$ cat src/logic/chip_tag_pkg.sv
package chip_tag_pkg;

  ////////////////////////////////////////////////////////////////////
  // Tag packet framing

  // Field widths
  localparam int tag_client_bits  = 2;
  localparam int tag_payload_bits = 8;

  // Start bit, then client number, then payload, MSB first
  localparam int tag_packet_bits = 1 + tag_client_bits + tag_payload_bits;

  typedef logic [tag_client_bits-1:0]  tag_client_t;
  typedef logic [tag_payload_bits-1:0] tag_payload_t;

  // Bit position inside the current field
  typedef logic [$clog2(tag_payload_bits)-1:0] tag_bit_cnt_t;

  localparam tag_bit_cnt_t tag_client_last  = tag_bit_cnt_t'(tag_client_bits - 1);
  localparam tag_bit_cnt_t tag_payload_last = tag_bit_cnt_t'(tag_payload_bits - 1);

  ////////////////////////////////////////////////////////////////////
  // Client numbering

  // Client 3 is reserved
  localparam tag_client_t client_div_a  = 2'd0;
  localparam tag_client_t client_div_b  = 2'd1;
  localparam tag_client_t client_enable = 2'd2;

  ////////////////////////////////////////////////////////////////////
  // Tag master FSM

  typedef enum logic [1:0]
  {
    tag_idle_s,
    tag_header_s,
    tag_payload_s
  } tag_state_e;

endpackage

$ cat src/logic/chip_clk_pkg.sv
package chip_clk_pkg;

  ////////////////////////////////////////////////////////////////////
  // Divider and rate counter widths

  // Same width as a tag payload
  typedef logic [7:0] div_ratio_t;

  // Wraps on overflow
  typedef logic [15:0] tick_count_t;

  ////////////////////////////////////////////////////////////////////
  // Output select codes

  typedef logic [1:0] out_sel_t;

  localparam out_sel_t out_sel_a        = 2'd0;
  localparam out_sel_t out_sel_b        = 2'd1;

  // Both upper codes route constant zero
  localparam out_sel_t out_sel_zero     = 2'd2;
  localparam out_sel_t out_sel_zero_alt = 2'd3;

  // Bit positions in the enable client register
  localparam int enable_bit_a = 0;
  localparam int enable_bit_b = 1;

endpackage

$ cat src/logic/tag_master.sv
module tag_master
(
  input  logic                     clk_i,
  input  logic                     rst_i,
  input  logic                     tag_en_i,
  input  logic                     tag_data_i,
  output chip_clk_pkg::div_ratio_t ratio_a_o,
  output chip_clk_pkg::div_ratio_t ratio_b_o,
  output logic [1:0]               enable_o,
  output logic                     load_a_o,
  output logic                     load_b_o
);

  chip_tag_pkg::tag_state_e   state_r;
  chip_tag_pkg::tag_bit_cnt_t bit_cnt_r;

  // Client and payload bits before the one on the line, start bit not kept
  logic [chip_tag_pkg::tag_packet_bits-3:0] shift_r;
  logic [chip_tag_pkg::tag_packet_bits-2:0] packet_word;

  chip_tag_pkg::tag_client_t  pkt_client;
  chip_tag_pkg::tag_payload_t pkt_payload;
  logic                       pkt_done;

  chip_clk_pkg::div_ratio_t ratio_a_r;
  chip_clk_pkg::div_ratio_t ratio_b_r;
  logic [1:0]               enable_r;
  logic                     load_a_r;
  logic                     load_b_r;

  ////////////////////////////////////////////////////////////////////
  // Deserializer

  // Word including the bit on the line this cycle
  assign packet_word = {shift_r, tag_data_i};
  assign pkt_client  = packet_word[chip_tag_pkg::tag_packet_bits-2 -:
                                   chip_tag_pkg::tag_client_bits];
  assign pkt_payload = packet_word[chip_tag_pkg::tag_payload_bits-1:0];

  assign pkt_done = (state_r == chip_tag_pkg::tag_payload_s) && tag_en_i
                    && (bit_cnt_r == chip_tag_pkg::tag_payload_last);

  always_ff @(posedge clk_i)
  begin
    if (tag_en_i && (state_r != chip_tag_pkg::tag_idle_s))
      shift_r <= packet_word[chip_tag_pkg::tag_packet_bits-3:0];
  end

  always_ff @(posedge clk_i)
  begin
    if (rst_i)
    begin
      state_r   <= chip_tag_pkg::tag_idle_s;
      bit_cnt_r <= '0;
    end
    else if (!tag_en_i)
    begin
      // Dropping enable abandons any packet in flight
      state_r   <= chip_tag_pkg::tag_idle_s;
      bit_cnt_r <= '0;
    end
    else
    begin
      case (state_r)
        chip_tag_pkg::tag_idle_s:
        begin
          bit_cnt_r <= '0;
          if (tag_data_i)
            state_r <= chip_tag_pkg::tag_header_s;
        end
        chip_tag_pkg::tag_header_s:
        begin
          if (bit_cnt_r == chip_tag_pkg::tag_client_last)
          begin
            state_r   <= chip_tag_pkg::tag_payload_s;
            bit_cnt_r <= '0;
          end
          else
            bit_cnt_r <= bit_cnt_r + 1'b1;
        end
        chip_tag_pkg::tag_payload_s:
        begin
          if (pkt_done)
          begin
            state_r   <= chip_tag_pkg::tag_idle_s;
            bit_cnt_r <= '0;
          end
          else
            bit_cnt_r <= bit_cnt_r + 1'b1;
        end
        default:
          state_r <= chip_tag_pkg::tag_idle_s;
      endcase
    end
  end

  ////////////////////////////////////////////////////////////////////
  // Client registers

  always_ff @(posedge clk_i)
  begin
    if (rst_i)
    begin
      ratio_a_r <= '0;
      ratio_b_r <= '0;
      enable_r  <= '0;
      load_a_r  <= 1'b0;
      load_b_r  <= 1'b0;
    end
    else
    begin
      load_a_r <= 1'b0;
      load_b_r <= 1'b0;
      if (pkt_done)
      begin
        case (pkt_client)
          chip_tag_pkg::client_div_a:
          begin
            ratio_a_r <= pkt_payload;
            load_a_r  <= 1'b1;
          end
          chip_tag_pkg::client_div_b:
          begin
            ratio_b_r <= pkt_payload;
            load_b_r  <= 1'b1;
          end
          chip_tag_pkg::client_enable:
          begin
            enable_r <= pkt_payload[1:0];
            load_a_r <= 1'b1;
            load_b_r <= 1'b1;
          end
          default:
          begin
            // Reserved client, packet dropped
            load_a_r <= 1'b0;
            load_b_r <= 1'b0;
          end
        endcase
      end
    end
  end

  assign ratio_a_o = ratio_a_r;
  assign ratio_b_o = ratio_b_r;
  assign enable_o  = enable_r;
  assign load_a_o  = load_a_r;
  assign load_b_o  = load_b_r;

endmodule

$ cat src/logic/tick_divider.sv
module tick_divider
(
  input  logic                     clk_i,
  input  logic                     rst_i,
  input  chip_clk_pkg::div_ratio_t ratio_i,
  input  logic                     enable_i,
  input  logic                     load_i,
  output logic                     tick_o
);

  chip_clk_pkg::div_ratio_t cnt_r;
  logic                     tick_r;

  // Tick on zero, then count down from the ratio
  // Period is ratio+1 cycles
  always_ff @(posedge clk_i)
  begin
    if (rst_i)
    begin
      cnt_r  <= '0;
      tick_r <= 1'b0;
    end
    else if (load_i || !enable_i)
    begin
      // Restart so a new period starts cleanly
      cnt_r  <= '0;
      tick_r <= 1'b0;
    end
    else if (cnt_r == '0)
    begin
      cnt_r  <= ratio_i;
      tick_r <= 1'b1;
    end
    else
    begin
      cnt_r  <= cnt_r - 1'b1;
      tick_r <= 1'b0;
    end
  end

  assign tick_o = tick_r;

endmodule

$ cat src/logic/tick_out_select.sv
module tick_out_select
(
  input  logic                      clk_i,
  input  logic                      rst_i,
  input  logic                      tick_a_i,
  input  logic                      tick_b_i,
  input  chip_clk_pkg::out_sel_t    sel_i,
  input  logic                      out_disable_i,
  output logic                      tick_o,
  output chip_clk_pkg::tick_count_t tick_count_o
);

  logic                      sel_tick;
  logic                      gated_tick;
  logic                      tick_r;
  chip_clk_pkg::out_sel_t    sel_q_r;
  logic                      sel_changed;
  chip_clk_pkg::tick_count_t count_r;

  ////////////////////////////////////////////////////////////////////
  // Output mux and gate

  always_comb
  begin
    case (sel_i)
      chip_clk_pkg::out_sel_a:        sel_tick = tick_a_i;
      chip_clk_pkg::out_sel_b:        sel_tick = tick_b_i;
      chip_clk_pkg::out_sel_zero,
      chip_clk_pkg::out_sel_zero_alt: sel_tick = 1'b0;
      default:                        sel_tick = 1'b0;
    endcase
  end

  assign gated_tick = sel_tick & ~out_disable_i;

  always_ff @(posedge clk_i)
  begin
    if (rst_i)
      tick_r <= 1'b0;
    else
      tick_r <= gated_tick;
  end

  ////////////////////////////////////////////////////////////////////
  // Rate counter

  // Previous select, so a switch clears the count
  always_ff @(posedge clk_i)
  begin
    if (rst_i)
      sel_q_r <= chip_clk_pkg::out_sel_a;
    else
      sel_q_r <= sel_i;
  end

  assign sel_changed = (sel_i != sel_q_r);

  always_ff @(posedge clk_i)
  begin
    if (rst_i || out_disable_i || sel_changed)
      count_r <= '0;
    else if (tick_r)
      count_r <= count_r + 1'b1;
  end

  assign tick_o       = tick_r;
  assign tick_count_o = count_r;

endmodule

$ cat src/logic/chip_top.sv
module chip_top
(
  input  logic                      clk_i,
  input  logic                      rst_i,
  input  logic                      tag_en_i,
  input  logic                      tag_data_i,
  input  chip_clk_pkg::out_sel_t    sel_i,
  input  logic                      out_disable_i,
  output logic                      tick_o,
  output chip_clk_pkg::tick_count_t tick_count_o
);

  ////////////////////////////////////////////////////////////////////
  // Tag master

  chip_clk_pkg::div_ratio_t ratio_a_lo;
  chip_clk_pkg::div_ratio_t ratio_b_lo;
  logic [1:0]               enable_lo;
  logic                     load_a_lo;
  logic                     load_b_lo;

  tag_master u_tag
    (.clk_i      ( clk_i      )
    ,.rst_i      ( rst_i      )
    ,.tag_en_i   ( tag_en_i   )
    ,.tag_data_i ( tag_data_i )
    ,.ratio_a_o  ( ratio_a_lo )
    ,.ratio_b_o  ( ratio_b_lo )
    ,.enable_o   ( enable_lo  )
    ,.load_a_o   ( load_a_lo  )
    ,.load_b_o   ( load_b_lo  )
    );

  ////////////////////////////////////////////////////////////////////
  // Tick dividers

  logic tick_a_lo;
  logic tick_b_lo;

  tick_divider u_div_a
    (.clk_i    ( clk_i                                )
    ,.rst_i    ( rst_i                                )
    ,.ratio_i  ( ratio_a_lo                           )
    ,.enable_i ( enable_lo[chip_clk_pkg::enable_bit_a] )
    ,.load_i   ( load_a_lo                            )
    ,.tick_o   ( tick_a_lo                            )
    );

  tick_divider u_div_b
    (.clk_i    ( clk_i                                )
    ,.rst_i    ( rst_i                                )
    ,.ratio_i  ( ratio_b_lo                           )
    ,.enable_i ( enable_lo[chip_clk_pkg::enable_bit_b] )
    ,.load_i   ( load_b_lo                            )
    ,.tick_o   ( tick_b_lo                            )
    );

  ////////////////////////////////////////////////////////////////////
  // Output select, off chip

  tick_out_select u_out
    (.clk_i         ( clk_i         )
    ,.rst_i         ( rst_i         )
    ,.tick_a_i      ( tick_a_lo     )
    ,.tick_b_i      ( tick_b_lo     )
    ,.sel_i         ( sel_i         )
    ,.out_disable_i ( out_disable_i )
    ,.tick_o        ( tick_o        )
    ,.tick_count_o  ( tick_count_o  )
    );

endmodule

$ cat config.mk
export PLATFORM = sky130hd
export DESIGN_NAME = chip_top
export DESIGN_NICKNAME = d
export VERILOG_FILES = /design/src/logic/chip_tag_pkg.sv /design/src/logic/chip_clk_pkg.sv /design/src/logic/tag_master.sv /design/src/logic/tick_divider.sv /design/src/logic/tick_out_select.sv /design/src/logic/chip_top.sv
export SDC_FILE = /design/constraint.sdc
export NUM_CORES = 1
export LEC_CHECK = 0
export BUFFER_PORTS_ARGS = -buffer_cell sky130_fd_sc_hd__clkbuf_2
export CAP_MARGIN = 40
export CORE_MARGIN = 2
export CORE_UTILIZATION = 65
export CTS_BUF_LIST = sky130_fd_sc_hd__clkbuf_2
export CTS_CLUSTER_DIAMETER = 30
export DETAILED_ROUTE_END_ITERATION = 8
export GPL_ROUTABILITY_DRIVEN = 0
export PLACE_DENSITY = 0.92
export SYNTH_ARGS = -nofsm -noshare
export SYNTH_HDL_FRONTEND = slang
export SYNTH_SLANG_ARGS = --single-unit
$ cat constraint.sdc
create_clock -name clk_i -period 2.5 [get_ports clk_i]
set_input_delay 0.25 -clock clk_i [delete_from_list [all_inputs] [get_ports clk_i]]
set_output_delay 0.25 -clock clk_i [all_outputs]
set_load 0.1 [all_outputs]
==> run summary, run 1 <==
status - complete, no violations
Post-Syn Area - 0.003094 mm^2
GRT Total Usage - 0.2252
RSZ-0062 raised after global routing - false
Core Area - 0.004661 mm^2
first-pass GRT wire length - 9.404 mm
total global routing overflow - 0
Die X-Extent - 73.00 um
Area contributors post-synth - dfxtp_1 40%, edfxtp_1 8.7%, ha_1 6.5%, nand2_1 5.8%, nor2_1 4.7%
DR pass1 iterations - 4
clock sink total - 71
Total Nets Final - 382
vias - 2429
fraction of registers with async set/reset - 0
diode count - 0
Synth Warn # - 0
Slowest-stage cell, CP - dfxtp_1
Critical Path, Cell by Cell - clkbuf_2
largest net degree at the start of global routing - 27
CP Class - reg2out
most frequent cells in the layout - 62 x dfxtp_1, 48 x nand2_1, 39 x nor2_1
wire length per cell - 13.37 um
CP required - 2.25 ns
DRC - 0
r2r startpoint - u_tag.bit_cnt_r[0]$_SDFFE_PP0P_
Post-Synth Simple-Gate Area - 0.2208
largest family of logic cells by synthesized area - simple AND/OR/NAND/NOR gates
HP Start - tag_en_i
CTS H-tree lvls - 3
Slew HR - 0.5081
Final Hold Vio Count - 0
initial antenna violation count - 0
Max stage delay on crit path - 0.51 ns
hold depth - 3
vias per std cell - 5.811
# fillers - 350
LEAKAGE - 0.001221 uW
syn nets - 353
post-route ant nets - 0
pre-CTS WS - 0.8097 ns
Post-Syn Instances - 330
XOR/XNOR share of the synthesized area - 0.05944
fin crit period - 1.747 ns
maximum clock insertion buffer count - 2
# IOs - 24
MaxCap Viol Count - 0
Synth area leader - dfxtp_1
Compound-Gate Fraction of Synth Area - 0.1088
FMAX - 0.5724 GHz
clk root buf - clkbuf_2
Worst R2R Setup Slack - 0.78 ns
post-synthesis mux area share - 0.02264
Clock Skew - 0.03493 ns
worst skew pair latency - 0.50 ns
Total Routed Length - 5.590 mm
FP Rows - 25
Setup-failing EPs final - 0
number of synthesized flops with an enable pin - 9
worst slew pin tran - 0.7364 ns
commonest non-fill, non-tap cell in the layout - dfxtp_1
P&R area growth vs syn - 8.532%
DIE AREA - 0.005328 mm^2
Startpoint Class - flop
Detailed Place HPWL - 3.989 mm
share of layout cells above drive strength 1 - 0.1291
dominant synthesized flop cell - dfxtp_1
critical path depth - 1
R2R depth - 6
Die Ht - 73.00 um
Post-Synth Adder-Cell Area - 0.06470
Reg clk slew, reported paths - 0.20 ns
Initial Util - 0.6639
fin crit share - 0.6988
Critical Path Fanout Max - 7
Max IR drop VDD - 0.2941 mV
register area share after synthesis - 0.4885
WHS Endpoint - u_tag.load_a_o$_SDFF_PP0_
number of library cell types mapped by synthesis - 37
post-synthesis register bit count - 71
post-synth top area share - 0.4011
endpoint class of the critical path - output port
CTS tree - built
Worst path top cell family by delay - flip-flops
WP buf/inv - 1
number of global-route vias before repair - 2283
Iteration-0 DRC Markers - 80
Min-Delay Path Class - in2reg
setup TNS - 0 ns
fin worst setup slack - 0.7529 ns
total CTS buffers - 9
Slew Limit Fails - 0
Post-Syn Area per Cell - 9.376 um^2
Multi-input gate area - 0.001474 mm^2
number of port buffers - 23
# resized after CTS - 0
crit path DAT - 1.50 ns
reg2reg end - u_tag.state_r[0]$_SDFFE_PP0P_
Reg area - 0.001511 mm^2
power per cell area - 526.7 mW/mm^2
state kept, by name, summed over array words and instances (netlist names), 3 cells and up:
name                count
u_out.tick_count_o     16
u_div_b.cnt_r           8
u_tag.ratio_a_o         8
u_tag.bit_cnt_r         3
u_div_a.cnt_r           8
u_tag.shift_r           9
u_tag.ratio_b_o         8
cell families (layout without fill, tap and decap cells):
| family | after synthesis | in the layout |
|---|---|---|
| adders and majority gates | 16 | 16 |
| buffers and inverters | 23 | 57 |
| xor gates and xnor gates | 21 | 21 |
| DFF | 71 | 71 |
| AOI/OAI and AO/OA | 53 | 53 |
| muxes | 6 | 6 |
| and+or+nand+nor | 140 | 140 |
power by group:
part | total (uW) | internal, uW | switching (uW)
sequential | 1170 | 1160 | 5.88
combinational | 52.9 | 22.2 | 30.7
clock | 546 | 132 | 414
total | 1770 | 1320 | 450
tightest hold or removal path, cell delays in order:
cell and delay [ns]:
clkbuf_2 0.11, nand3_1 0.12, nor3_1 0.06
how the worst max path moves through the flow:
stage / startpoint / end / slack, ns
floorplan: u_out.tick_count_o[3]$_SDFFE_PP0P_ / u_out.tick_count_o[12]$_SDFFE_PP0P_ / 0.37
global placement: u_tag.bit_cnt_r[0]$_SDFFE_PP0P_ / u_tag.state_r[0]$_SDFFE_PP0P_ / 0.89
global route: u_tag.bit_cnt_r[0]$_SDFFE_PP0P_ / u_tag.state_r[0]$_SDFFE_PP0P_ / 0.62
detailed placement: u_tag.bit_cnt_r[0]$_SDFFE_PP0P_ / u_tag.state_r[0]$_SDFFE_PP0P_ / 0.81
CTS: u_out.tick_o$_SDFF_PP0_ / tick_o / 0.74
finish: u_out.tick_o$_SDFF_PP0_ / tick_o / 0.75
timing repair:
item | in CTS | in global routing
hold buffers | 4 | 1
setup endpoints to repair | 0 | 0
buffers inserted | 0 | 0
hold endpoints to repair | 3 | 1
final cells by class:
type                    instances  area share
flip-flops and latches         71      0.4501
multi-input cells             236      0.4389
repair buffers                 29     0.05142
well taps                      54     0.02012
clock buffers                  10     0.01490
inverters                      12     0.01341
clock inverters                 6     0.01118
metal layers:
layer | part of all wire | vias up | global-route usage
li1 | - | 1206 | -
met1 | 0.45 | 1179 | 0.2613
met2 | 0.51 | 38 | 0.3954
met3 | 0.031 | 6 | 0.05387
met4 | 0.013 | 0 | 0.09259
met5 | 0 | - | 0
stage by stage:
stage               hold WS (ns)  total power (uW)  utilization  area (um^2)  cells
floorplan                 0.3270              1226            -         3094    330
global placement          0.4375              1238       0.6910         3221    397
detailed placement        0.4378              1241       0.6910         3221    397
CTS                      0.01134              1768       0.7184         3348    417
global route             0.07441              1825       0.7205         3358    418
finish                   0.06125              1769       0.7205         3358    418
synth_stat cells, types with 2 or more instances:
| cell type | count |
|---|---|
| xor2_1 | 5 |
| ha_1 | 16 |
| mux2_4 | 2 |
| xnor2_1 | 16 |
| a21oi_2 | 2 |
| mux2i_1 | 4 |
| buf_6 | 2 |
| nor2_1 | 39 |
| inv_1 | 12 |
| nor2b_1 | 3 |
| nor4b_4 | 2 |
| nand2b_1 | 4 |
| nor4_1 | 7 |
| a211oi_1 | 10 |
| o41ai_1 | 3 |
| nand3b_1 | 2 |
| a21oi_1 | 26 |
| and2_1 | 4 |
| nand2_1 | 48 |
| nand3_1 | 8 |
| edfxtp_1 | 9 |
| a311oi_1 | 4 |
| nand4_1 | 4 |
| nor3_1 | 11 |
| clkbuf_1 | 3 |
| or3_1 | 3 |
| o21ai_0 | 5 |
| dfxtp_1 | 62 |
| buf_2 | 6 |
Note: power is estimated with default switching activity, not from simulation.
==> inputs of run 2 (changes only) <==
Settings changed: ABC_AREA from default to 1, CORE_UTILIZATION 65 to 56, PLACE_DENSITY 0.92 to 0.85.
Clock period 2.5 ns to 1.6 ns, I/O delays scaled along.
==> run summary, run 2 <==
status - complete, no violations
final instance area - 0.003736 mm^2 (+11%)
worst slew pin tran - 0.4872 ns (-0.2492 ns)
WP buf/inv - 1 (unchanged)
number of port buffers - 23 (unchanged)
share of layout cells above drive strength 1 - 0.1485 (+0.01941)
Area contributors post-synth - dfxtp_1 38%, nor2_1 12%, edfxtp_1 8.3%, nand2_1 7.7%, inv_1 6.5%
dominant synthesized flop cell - dfxtp_1
FP Rows - 27 (+8.0%)
synth cell count leaders - 107 x nor2_1, 67 x nand2_1, 62 x dfxtp_1, 56 x inv_1, 33 x o21ai_0
Reg clk slew, reported paths - 0.22 ns (+0.02 ns)
DIE AREA - 0.006423 mm^2 (+21%)
setup bufs post-CTS - 0 (unchanged)
syn nets - 456 (+29%)
Post-Syn Area per Cell - 7.499 um^2 (-20%)
crit path DAT - 1.36 ns (-0.14 ns)
Post-Syn Instances - 433 (+31%)
P&R area growth vs syn - 15.07%
Core Area - 0.005540 mm^2 (+19%)
Max stage delay on crit path - 0.43 ns (-0.08 ns)
worst skew pair latency - 0.52 ns (+0.02 ns)
power per cell area - 878.6 mW/mm^2 (+67%)
CTS H-tree lvls - 3 (unchanged)
Die Ht - 80.15 um (+9.8%)
vias per std cell - 5.111 (-12%)
Total Nets Final - 496 (+30%)
MaxCap Viol Count - 0 (unchanged)
diode count - 0 (unchanged)
share of power burned in registers - 0.560 (-0.101)
maximum clock insertion buffer count - 2 (unchanged)
GRT Total Usage - 0.2237 (-0.001436)
CP required - 1.44 ns (-0.81 ns)
Clock Power Share - 0.394 (+0.085)
top-count cell post-synth - nor2_1
Pint - 2543 uW (+93%)
endpoint class of the critical path - output port
Startpoint Class - flop
vias - 2811 (+16%)
clk root buf - clkbuf_2
Slew HR - 0.6774 (+0.1694)
Critical Path Fanout Max - 5 (-2)
number of library cell types mapped by synthesis - 28 (-24%)
DRC - 0 (unchanged)
Min-Delay Path Class - in2reg
FMAX - 0.6585 GHz
DR pass1 iterations - 5 (+1)
first-pass GRT wire length - 11.18 mm (+19%)
register area share after synthesis - 0.4655 (-0.02296)
largest net degree at the start of global routing - 20 (-26%)
post-synthesis register bit count - 71 (unchanged)
Detailed Place HPWL - 4.589 mm (+15%)
Clock Skew - 0.03364 ns (-0.001289 ns)
commonest non-fill, non-tap cell in the layout - nor2_1
Critical Path, Cell by Cell - buf_2
total global routing overflow - 0 (unchanged)
total CTS buffers - 9 (unchanged)
Post-Syn Area - 0.003247 mm^2 (+4.9%)
clock sink total - 71 (unchanged)
Slew Limit Fails - 0 (unchanged)
most frequent cells in the layout - 107 x nor2_1, 65 x nand2_1, 54 x inv_1
Initial Util - 0.5860 (-0.07785)
pre-CTS WS - -0.00008094 ns (-0.8097 ns)
post-route ant nets - 0 (unchanged)
CTS tree - built
Max IR drop VDD - 0.6147 mV (+110%)
placed instance area - 0.003478 mm^2 (+8.0%)
Total Routed Length - 6.363 mm (+14%)
number of synthesized flops with an enable pin - 9 (unchanged)
Synth area leader - dfxtp_1
post-layout util - 0.6743 (-0.04619)
wire length per cell - 11.57 um (-13%)
switching power share of the total - 0.2253 (-0.02933)
post-synth top area share - 0.3823 (-0.01886)
fraction of registers with async set/reset - 0 (unchanged)
LEAKAGE - 0.001601 uW (+31%)
Slowest-stage cell, CP - buf_2
Worst path top cell family by delay - buffers and inverters
CP Class - reg2out
fin worst setup slack - 0.08139 ns (-0.6715 ns)
Comb pwr share - 0.046 (+0.016)
number of global-route vias before repair - 2734 (+20%)
Synth Warn # - 0 (unchanged)
Final Hold Vio Count - 0 (unchanged)
initial antenna violation count - 0 (unchanged)
Setup-failing EPs final - 0 (unchanged)
fin crit period - 1.519 ns
# IOs - 24 (unchanged)
Largest register FFs - 16 (unchanged)
fin crit share - 0.9491
NetSw - 739.5 uW (+64%)
Die X-Extent - 80.15 um (+9.8%)
Iteration-0 DRC Markers - 136 (+70%)
[run 2: cell types whose count changed after synthesis, moves of 10 or more]
cell | before | now
inv_1 | 12 | 56
nor2_1 | 39 | 107
nand2_1 | 48 | 67
xnor2_1 | 16 | 2
a211oi_1 | 10 | 0
nand3_1 | 8 | 21
o21ai_0 | 5 | 33
[run 2: cell type report]
| class | instances | area (um^2) |
|---|---|---|
| clock buffers | 9 | 45.04 |
| inverters | 58 | 222.7 |
| flip-flops and latches | 71 | 1535 |
| well taps | 72 | 90.09 |
| clock inverters | 7 | 111.4 |
| repair buffers | 33 | 232.7 |
| multi-input cells | 300 | 1499 |
| fillers | 445 | 1804 |
[run 2: per-layer routing]
metal / vias to the layer above / global-route usage / wire [um]
met5: - / 0 / 0
met4: 0 / 0.08475 / 126
met3: 14 / 0.06854 / 213
met2: 55 / 0.4017 / 3207
met1: 1279 / 0.2459 / 2816
li1: 1463 / - / -
[run 2: repair_timing]
item / in CTS / in global routing
pin swaps: 0 / 0
gates resized for setup: 3 / 27
endpoints found under the setup margin: 10 / 30
hold buffers: 6 / 1
endpoints found under the hold margin: 9 / 1
gates cloned: 0 / 0
[run 2: through the flow]
stage | cells | power [uW] | TNS, ns | hold WS (ns)
detailed placement | 527 | 2012 | -0.00008094 | 0.4010
CTS | 549 | 3297 | -0.09937 | -0.06773
finish | 550 | 3283 | 0 | 0.1227
global route | 550 | 3408 | -0.0004132 | 0.1305
floorplan | 433 | 1966 | 0 | 0.2291
global placement | 527 | 2005 | 0 | 0.3842
[run 2: power groups by stage]
stage               Sequential (uW)  Clock (uW)  Combinational [uW]
finish                         1840        1290                 150
floorplan                      1870           0                93.0
global placement               1870           0                 131
detailed placement             1880           0                 136
global route                   1840        1390                 174
CTS                            1840        1310                 147
[run 2: worst paths after layout]
kind,from,to,slack [ns],cells past startpoint
max,u_out.tick_count_o[12]$_SDFFE_PP0P_,tick_count_o[12],0.08,1
min reg2reg,u_tag.enable_o[1]$_SDFFE_PP0P_,u_tag.enable_o[1]$_SDFFE_PP0P_,0.47,2
min,out_disable_i,u_out.tick_count_o[14]$_SDFFE_PP0P_,0.12,5
max reg2reg,u_tag.bit_cnt_r[0]$_SDFFE_PP0P_,u_tag.ratio_a_o[7]$_SDFFE_PP0P_,0.12,8
[run 2: cell families after synthesis]
kind of cell | count (synthesis) | synth area share
fa+ha+maj | 16 | 0.06166
buf+inv | 62 | 0.07437
xor+xnor | 9 | 0.02428
compound gates | 55 | 0.08902
flops | 71 | 0.4655
simple gates | 220 | 0.2852
==> inputs of run 3 (changes only) <==
Settings changed: ABC_AREA 1 to default.
==> run summary, run 3 (same netlist as run 1, synthesis figures left out) <==
maximum clock insertion buffer count - 2 (unchanged)
number of global-route vias before repair - 2359 (-14%)
wire length per cell - 13.73 um (+19%)
Total Nets Final - 394 (-21%)
Clock Skew - 0.01773 ns (-0.01591 ns)
fin crit period - 1.572 ns (+0.05293 ns)
clock sink total - 71 (unchanged)
post-layout util - 0.6891 (+0.01477)
Critical Path, Cell by Cell - dlygate4sd3_1, clkbuf_2, buf_4, buf_6, nor4_4, dlygate4sd3_1
DRC - 0 (unchanged)
final instance area - 0.003725 mm^2 (-0.30%)
CP Class - in2reg
Max stage delay on crit path - 0.59 ns (+0.16 ns)
fin crit share - 0.9822 (+0.03308)
number of port buffers - 23 (unchanged)
post-route ant nets - 0 (unchanged)
Slew Limit Fails - 0 (unchanged)
Worst R2R Setup Slack - 0.07 ns (-0.05 ns)
P&R area growth vs syn - 20.38%
MaxCap Viol Count - 0 (unchanged)
CP required - 2.05 ns (+0.61 ns)
largest net degree at the start of global routing - 19 (-5.0%)
worst slew pin tran - 0.5407 ns (+0.05347 ns)
share of layout cells above drive strength 1 - 0.2606 (+0.1121)
worst skew pair latency - 0.50 ns (-0.02 ns)
vias - 2454 (-13%)
CTS tree - built
Min-Delay Path Class - in2reg
commonest non-fill, non-tap cell in the layout - nand2_1
initial antenna violation count - 0 (unchanged)
Setup-failing EPs final - 0 (unchanged)
total global routing overflow - 0 (unchanged)
R2R depth - 6 (-2)
Initial Util - 0.5725 (-0.01359)
Critical Path Fanout Max - 18 (+13)
total CTS buffers - 9 (unchanged)
DR pass1 iterations - 4 (-1)
FP Rows - 27 (unchanged)
Reg clk slew, reported paths - 0.20 ns (-0.02 ns)
# fillers - 408 (-8.3%)
Die Ht - 78.33 um (-2.3%)
hold depth - 2 (-3)
most frequent cells in the layout - 44 x nand2_1, 39 x nor2_1, 38 x dfxtp_1
Die X-Extent - 78.33 um (-2.3%)
crit path DAT - 2.02 ns (+0.66 ns)
Core Area - 0.005405 mm^2 (-2.4%)
Iteration-0 DRC Markers - 142 (+4.4%)
# IOs - 24 (unchanged)
Most Frequent Cell on Critical Path - dlygate4sd3_1
Final Hold Vio Count - 0 (unchanged)
Max IR drop VDD - 0.6809 mV (+11%)
endpoint class of the critical path - flop
Total Routed Length - 6.150 mm (-3.3%)
vias per std cell - 5.478 (+7.2%)
LEAKAGE - 0.001339 uW (-16%)
Slew HR - 0.6411 (-0.03635)
Largest register FFs - 16 (unchanged)
Startpoint Class - input port
placed instance area - 0.003341 mm^2 (-4.0%)
first-pass GRT wire length - 9.922 mm (-11%)
DIE AREA - 0.006136 mm^2 (-4.5%)
Slowest-stage cell, CP - dlygate4sd3_1
power per cell area - 914.1 mW/mm^2 (+4.0%)
FMAX - 0.6363 GHz (-3.4%)
status - complete, no violations
GRT Total Usage - 0.2061 (-0.01763)
Detailed Place HPWL - 4.142 mm (-9.7%)
CTS H-tree lvls - 3 (unchanged)
clk root buf - clkbuf_2
diode count - 0 (unchanged)
==> run 3: layout make-up <==
class                   count  area, um^2  area share
flip-flops and latches     71        1567      0.4206
well taps                  72       90.09     0.02419
inverters                  12       45.04     0.01209
clock inverters             7       145.1     0.03897
clock buffers               9       45.04     0.01209
repair buffers             41       274.0     0.07356
multi-input cells         236        1559      0.4185
==> run 3: per-layer routing <==
metal | share of wire | vias to the layer above | global-route usage | wire length (um)
met4 | 0.028 | 0 | 0.1263 | 170
met5 | 0 | - | 0 | 0
li1 | - | 1235 | - | -
met2 | 0.51 | 54 | 0.3560 | 3156
met1 | 0.43 | 1150 | 0.2353 | 2646
met3 | 0.029 | 15 | 0.03908 | 177
==> run 3: stage by stage <==
stage	setup WS, ns	total power [uW]	setup TNS (ns)	std cells	hold WS, ns
final	0.02846	3405	0	448	0.4509
after global routing	-0.02357	3497	-0.04555	448	0.4395
after CTS	0.003896	3411	0	445	0.4228
after detailed placement	-0.01147	1932	-0.01147	422	0.3472
after global placement	0.08271	1929	0	422	0.3420
after floorplan	0.002729	1899	0	330	0.2272
==> run 3: path summary, 6_finish.rpt <==
kind                                          end                             from
hold reg to reg   u_tag.ratio_a_o[5]$_SDFFE_PP0P_  u_tag.ratio_a_o[5]$_SDFFE_PP0P_
setup reg to reg      u_div_a.cnt_r[5]$_SDFF_PP0_      u_div_a.cnt_r[1]$_SDFF_PP0_
setup / recovery          u_out.tick_o$_SDFF_PP0_                            rst_i
hold / removal         u_tag.shift_r[0]$_DFFE_PP_                       tag_data_i
==> run 3: worst max-delay path: cells and delay by family <==
kind | cells | cell delay (ns)
buf+inv | 5 | 1.59
simple gates | 1 | 0.27
==> run 3: what timing repair did <==
action	CTS	global route
hold buffers	7	0
endpoints found under the setup margin	7	32
setup buffers	0	3
resized for setup	6	31
endpoints found under the hold margin	11	0
pin swaps	0	2
==> run 3: report_power, final <==
group          leakage, uW  switching [uW]  internal (uW)
registers         0.000597            9.46           1800
clock network     0.000102             656            834
logic             0.000640            56.0           48.1
